$ cat src/hw/mem_params.svh
`ifndef MEM_PARAMS_SVH
`define MEM_PARAMS_SVH

// bus widths
`define MEM_ADDR_BITS 32
`define MEM_DATA_BITS 32
`define MEM_STRB_BITS 4

// memory window, 4 KiB of words starting at the base
`define MEM_BASE 32'h8000_0000
`define MEM_DEPTH_LOG2 10

// random response delay width
`define MEM_DELAY_BITS 5

// largest legal beat size code, four bytes
`define MEM_MAX_SIZE 2

`endif

$ cat src/hw/mem_pkg.sv
`default_nettype none

package mem_pkg;

    // AXI burst encoding
    typedef enum logic [1:0] {
        BURST_FIXED = 2'b00,
        BURST_INCR  = 2'b01,
        BURST_WRAP  = 2'b10
    } burst_t;

    // only the two responses this memory gives
    typedef enum logic [1:0] {
        RESP_OKAY   = 2'b00,
        RESP_SLVERR = 2'b10
    } resp_t;

endpackage

`default_nettype wire

$ cat src/hw/mem_if.sv
`timescale 1ns/1ns
`default_nettype none

`include "mem_params.svh"

// read access, result is registered by the core
interface mem_rd_if;
    logic                      rd_en;
    logic [`MEM_ADDR_BITS-1:0] rd_addr;
    logic [`MEM_DATA_BITS-1:0] rd_data;
    logic                      rd_ok;

    modport port_mp (output rd_en, output rd_addr, input rd_data, input rd_ok);
    modport core_mp (input rd_en, input rd_addr, output rd_data, output rd_ok);
endinterface


`default_nettype wire

$ cat src/hw/axi_read_port.sv
`timescale 1ns/1ns
`default_nettype none

`include "mem_params.svh"

module axi_read_port #(
    parameter logic [`MEM_DELAY_BITS-1:0] LFSR_POLY = 5'h12
) (
    input  logic                      clock,
    input  logic                      reset,

    input  logic [`MEM_ADDR_BITS-1:0] araddr,
    input  logic                      arvalid,
    output logic                      arready,
    input  logic [7:0]                arlen,
    input  logic [2:0]                arsize,
    input  mem_pkg::burst_t           arburst,

    output logic [`MEM_DATA_BITS-1:0] rdata,
    output mem_pkg::resp_t            rresp,
    output logic                      rvalid,
    input  logic                      rready,
    output logic                      rlast,

    mem_rd_if.port_mp                 mem
);

    import mem_pkg::*;

    logic                       active;
    logic [`MEM_DELAY_BITS-1:0] wait_cnt;
    logic [`MEM_DELAY_BITS-1:0] delay;

    // burst state
    logic [`MEM_ADDR_BITS-1:0]  addr;
    logic [7:0]                 remaining;
    logic [2:0]                 size;
    burst_t                     burst;
    logic                       legal;

    logic [`MEM_ADDR_BITS-1:0]  next_addr;
    logic                       ar_fire;
    logic                       r_fire;
    logic                       advance;

    delay_lfsr #(
        .POLY (LFSR_POLY)
    ) lfsr_i (
        .clock (clock),
        .reset (reset),
        .value (delay)
    );

    assign ar_fire = arvalid && arready;
    assign r_fire  = rvalid && rready;
    assign advance = r_fire && (remaining != 8'd0);

    // wrap is answered with an error, its data walks like incr
    assign next_addr = (burst == BURST_FIXED) ? addr
                                              : addr + (`MEM_ADDR_BITS'(1) << size);

    // first beat reads at the request, later beats at each handshake
    assign mem.rd_en   = ar_fire || advance;
    assign mem.rd_addr = ar_fire ? araddr : next_addr;

    assign arready = !active;
    assign rvalid  = active && (wait_cnt == '0);
    assign rlast   = rvalid && (remaining == 8'd0);
    assign rdata   = mem.rd_data;
    assign rresp   = (mem.rd_ok && legal) ? RESP_OKAY : RESP_SLVERR;

    always_ff @(posedge clock) begin
        if (reset) begin
            active   <= 1'b0;
            wait_cnt <= '0;
        end else if (ar_fire) begin
            active   <= 1'b1;
            wait_cnt <= delay;
        end else if (advance) begin
            wait_cnt <= delay;
        end else if (r_fire) begin
            // last beat taken
            active <= 1'b0;
        end else if (active && (wait_cnt != '0)) begin
            wait_cnt <= wait_cnt - 1'b1;
        end
    end

    always_ff @(posedge clock) begin
        if (ar_fire) begin
            addr      <= araddr;
            remaining <= arlen;
            size      <= arsize;
            burst     <= arburst;
            legal     <= ((arburst == BURST_FIXED) || (arburst == BURST_INCR)) &&
                         (arsize <= 3'(`MEM_MAX_SIZE));
        end else if (advance) begin
            addr      <= next_addr;
            remaining <= remaining - 8'd1;
        end
    end

endmodule

`default_nettype wire

$ cat src/hw/delay_lfsr.sv
`timescale 1ns/1ns
`default_nettype none

`include "mem_params.svh"

module delay_lfsr #(
    parameter logic [`MEM_DELAY_BITS-1:0] POLY = 5'h12
) (
    input  logic                       clock,
    input  logic                       reset,
    output logic [`MEM_DELAY_BITS-1:0] value
);

    // any nonzero seed works for a maximal polynomial
    localparam logic [`MEM_DELAY_BITS-1:0] SEED = 1;

    // galois form, shifts right and folds the taps back in
    always_ff @(posedge clock) begin
        if (reset) begin
            value <= SEED;
        end else if (value[0]) begin
            value <= (value >> 1) ^ POLY;
        end else begin
            value <= value >> 1;
        end
    end

endmodule

`default_nettype wire

$ cat src/flat_wrapper.sv
// flat-port wrapper written by rule: the top's interface ports become plain ports
module axi_read_port_flat import mem_pkg::*;
#(
    parameter logic [`MEM_DELAY_BITS-1:0] LFSR_POLY = 5'h12
)
  (clock, reset, araddr, arvalid, arready, arlen, arsize, arburst, rdata, rresp, rvalid, rready, rlast, mem_rd_en, mem_rd_addr, mem_rd_data, mem_rd_ok);
  mem_rd_if mem_i ();
  input  logic clock;
  input  logic reset;
  input  logic [`MEM_ADDR_BITS-1:0] araddr;
  input  logic arvalid;
  output logic arready;
  input  logic [7:0] arlen;
  input  logic [2:0] arsize;
  input  mem_pkg::burst_t arburst;
  output logic [`MEM_DATA_BITS-1:0] rdata;
  output mem_pkg::resp_t rresp;
  output logic rvalid;
  input  logic rready;
  output logic rlast;
  output wire logic [$bits(mem_i.rd_en)-1:0] mem_rd_en;
  output wire logic [$bits(mem_i.rd_addr)-1:0] mem_rd_addr;
  input wire logic [$bits(mem_i.rd_data)-1:0] mem_rd_data;
  input wire logic [$bits(mem_i.rd_ok)-1:0] mem_rd_ok;
  assign mem_rd_en = mem_i.rd_en;
  assign mem_rd_addr = mem_i.rd_addr;
  assign mem_i.rd_data = mem_rd_data;
  assign mem_i.rd_ok = mem_rd_ok;
  axi_read_port #(.LFSR_POLY(LFSR_POLY)) u_core (.clock(clock), .reset(reset), .araddr(araddr), .arvalid(arvalid), .arready(arready), .arlen(arlen), .arsize(arsize), .arburst(arburst), .rdata(rdata), .rresp(rresp), .rvalid(rvalid), .rready(rready), .rlast(rlast), .mem(mem_i));
endmodule
$ cat config.mk
export PLATFORM = sky130hd
export DESIGN_NAME = axi_read_port_flat
export DESIGN_NICKNAME = d
export VERILOG_FILES = /design/src/hw/mem_pkg.sv /design/src/hw/mem_if.sv /design/src/hw/axi_read_port.sv /design/src/hw/delay_lfsr.sv /design/src/flat_wrapper.sv
export VERILOG_INCLUDE_DIRS = /design/src /design/src/hw
export SDC_FILE = /design/constraint.sdc
export NUM_CORES = 1
export LEC_CHECK = 0
export BUFFER_PORTS_ARGS = -buffer_cell sky130_fd_sc_hd__buf_2
export CAP_MARGIN = 25
export CORE_MARGIN = 3
export CORE_UTILIZATION = 53
export CTS_BUF_LIST = sky130_fd_sc_hd__clkbuf_16
export DETAILED_ROUTE_END_ITERATION = 10
export GPL_TIMING_DRIVEN = 0
export PLACE_DENSITY = 0.92
export SETUP_SLACK_MARGIN = 0.5
export SLEW_MARGIN = 20
export SYNTH_ARGS = -nofsm -noshare
export SYNTH_HDL_FRONTEND = slang
export SYNTH_SLANG_ARGS = --single-unit
$ cat constraint.sdc
create_clock -name clock -period 4.1 [get_ports clock]
set_input_delay 0.615 -clock clock [delete_from_list [all_inputs] [get_ports clock]]
set_output_delay 0.615 -clock clock [all_outputs]
set_load 0.005 [all_outputs]
==> out/qor.yml <==
floorplanning:
  die_h_um: 89.93
  core_sq_um: 6568
  rows: 29
  fp.dieArea_sq_um: 8087
  start_util_pct: 56.85
  die_x_um: 89.93
  io_pins: 152
yosys:
  synth.top_cell.area_share_pct: 37.00
  syn_avg_cell_area_sq_um: 9.288
  async_flop_share_pct: 0
  synth_seq_cells: 57
  synth_edf_count: 46
  synth_nets: 496
  syn_inst: 402
  ys.warnings.count: 0
  ys.flop_type: "edfxtp_1"
  synth_area_leaders: "edfxtp_1, buf_4, dfxtp_1"
  netlist_area_sq_um: 3734
  synth_top_area_cell: "edfxtp_1"
  ys_seq_area_share_pct: 42.90
  yosysUniqueCellTypes: 57
worst_setup_path:
  crit_family: "compound AO/OA/AOI/OAI gates"
  critPathRequiredTime_ns: 3.48
  cp-end-kind: "primary output"
  cpPeakStageDelay_ns: 0.51
  slowest_stage: "edfxtp_1"
  crit_chain: "buf_4 > nand2_1 > nor2_1 > ha_4 > nand4_1 > a211oi_2 > buf_4 > o21ai_0 > xor2_1 > o21ai_0 > buf_2"
  worstPathArrival_ns: 3.15
  worstPathMaxFanout: 7
  cp-start-kind: "register"
  critical_path_class: "reg -> out"
  crit_buf_inv: 3
cells_and_area:
  drive_gt1_share_pct: 43.26
  diodes: 0
  fin_nets: 653
  design_area_sq_um: 5216
  area_growth_pct: 39.71
  num-fill-cells: 400
timing:
  fin_setup_tns_ns: 0
  period_needed_ns: 3.763
  slew_headroom_pct: 46.73
  max_freq_mhz: 265.7
  worst-slew-pin-transition_ns: 0.7991
  final_max_slew_viol_count: 0
  rsz0062_at_grt: "yes"
  post-route-period-util_pct: 91.79
  finalSetupViolCount: 0
  finalHoldViolCount: 0
  clock_skew_ns: 0.006024
place:
  dp_hpwl_um: 7537
  placed_cell_area_sq_um: 4461
  numPortBuffers: 118
  routabilityCongestion: 0.9078
routing:
  route.detailed.drc: 0
  ant_nets: 0
  wl_per_cell_um: 20.03
  vias_per_cell: 6.247
  vias: 4104
  drt-total-wl_um: 13160
  drt_iter0_markers: 503
  dr.pass1.iters: 8
cts:
  cts_root_buf: "clkbuf_16"
  h-tree-depth: 3
  insertion_delay_ns: 0.34
  cts.sink_count: 57
  ctsHoldBuffers: 0
  clockBufferDepth: 2
  cts_tree: "built"
  clk_pin_slew_worst_paths_ns: 0.06
  cts_buffers: 9
global_routing:
  grt_use_met2_pct: 44.99
  gr-usage-met1_pct: 31.75
  track_usage_pct: 26.46
  grt_pass1_wl_um: 17310
  overflow: 0
  met3_usage_pct: 7.846
  grt-busiest-layer: "met2"
  grt_max_degree: 36
  grt_pass1_vias: 3617
  antenna_found_initial: 0
pwr:
  peakVddDrop_mv: 0.3456
  powerDensity_nw_per_um2: 390.4
  power.leakage_nw: 2.115
job:
  drv_cap: 0
status:
  outcome: "completed"
min_path:
  hp-class: "reg -> reg"
-- per-layer routing --
metal / wire length, um / vias up
li1: - / 1773
met1: 4716 / 1844
met3: 1517 / 90
met4: 787 / 0
met5: 0 / -
met2: 6140 / 397
-- final timing paths --
path / start / endpoint / slack [ns] / cells after the start
min: u_core.lfsr_i.value[1] / u_core.lfsr_i.value[0] / 0.45 / 1
max: u_core.size[1] / mem_rd_addr[11] / 0.34 / 11
max reg2reg: u_core.size[1] / u_core.addr[31] / 1.10 / 11
min reg2reg: u_core.lfsr_i.value[1] / u_core.lfsr_i.value[0] / 0.45 / 1
-- cells by family after synthesis --
family                   after synthesis  synth area share (%)
AND/OR/NAND/NOR                      150                 20.14
flip-flops                            57                 42.90
other                                  1                0.1004
XOR/XNOR                              20                 4.692
multiplexers                           3                0.8043
buffers and inverters                 59                 9.953
adder cells (fa/ha/maj)               12                 4.222
AO/OA/AOI/OAI                        100                 17.19
-- report_power, final --
group	internal, mW	switching (mW)	total (mW)	leakage (nW)
registers	0.713	0.0660	0.779	0.533
logic	0.247	0.296	0.543	1.45
clock network	0.412	0.302	0.715	0.128
total	1.37	0.665	2.04	2.11
-- stage by stage --
stage | std cells | util (%) | setup WS, ns | power (mW) | hold slack (ns)
after floorplan | 402 | - | 1.108 | 1.029 | 0.4169
after global placement | 613 | 67.61 | 0.6124 | 1.174 | 0.4320
after detailed placement | 614 | 67.92 | 0.6734 | 1.199 | 0.4352
after CTS | 636 | 73.42 | 0.4910 | 1.913 | 0.4483
after global routing | 657 | 79.42 | 0.2484 | 2.103 | 0.4621
final | 657 | 79.42 | 0.3366 | 2.036 | 0.4486
-- repair_timing --
| item | 4_1_cts | 5_1_grt |
|---|---|---|
| cloned | 0 | 1 |
| endpoints found under the setup margin | 15 | 24 |
| pin swaps | 4 | 26 |
| setup buffers | 6 | 20 |
| resized for setup | 8 | 51 |
-- registers in the layout, summed over array words and instances, names as in the netlist --
signal	cells
u_core.active	1
u_core.addr	32
u_core.burst	2
u_core.legal	1
u_core.lfsr_i.value	5
u_core.remaining	8
u_core.size	3
u_core.wait_cnt	5
-- final cells by class --
type	instances	area (sq um)	area share, %
Multi-Input combinational cell	286	2024	38.81
Sequential cell	57	1602	30.70
Timing Repair Buffer	146	817.0	15.66
Buffer	48	336.6	6.452
Clock buffer	9	225.2	4.318
Tap cell	93	116.4	2.231
Clock inverter	7	53.80	1.031
Inverter	11	41.29	0.7916
-- layout by cell type, fill, tap and decap left out, drive strengths merged, types with 4 or more instances in the layout --
cell type,instances
buf,183
nand2,48
edfxtp,46
nor2,40
o21ai,29
clkbuf,20
a21oi,18
a31oi,16
xor2,12
or4,12
inv,12
o31ai,11
dfxtp,11
ha,11
nand3,10
xnor2,8
and3,7
nor3,7
a211oi,6
or3,5
nor3b,4
-- cell usage after synthesis, types with 3 or more instances --
cell type and instances:
xor2_1 12, clkbuf_1 10, inv_1 10, a211oi_1 4, nor2_1 40, edfxtp_1 46
o2111ai_1 3, nand4_1 3, and3_1 7, nand3b_1 3, nand3_1 9, nand2_1 47
or4_1 11, ha_1 11, o21ai_0 28, mux2i_1 3, o31ai_1 11, a21oi_1 18
buf_4 33, dfxtp_1 11, nor2b_1 3, xnor2_1 8, a31oi_1 15, nor3_1 6
or3_1 5, nor3b_1 4, o211ai_1 3, o22ai_1 3
-- worst register-to-register path, stage by stage, from the launching register on --
cell	delay (ns)
edfxtp_1	0.51
buf_4	0.20
nand2_1	0.07
nor2_1	0.08
ha_4	0.32
nand4_1	0.26
a211oi_2	0.40
nor2_4	0.11
buf_6	0.16
o31ai_1	0.31
a31oi_2	0.15
buf_4	0.18
Power figures use the tool's default switching activity.
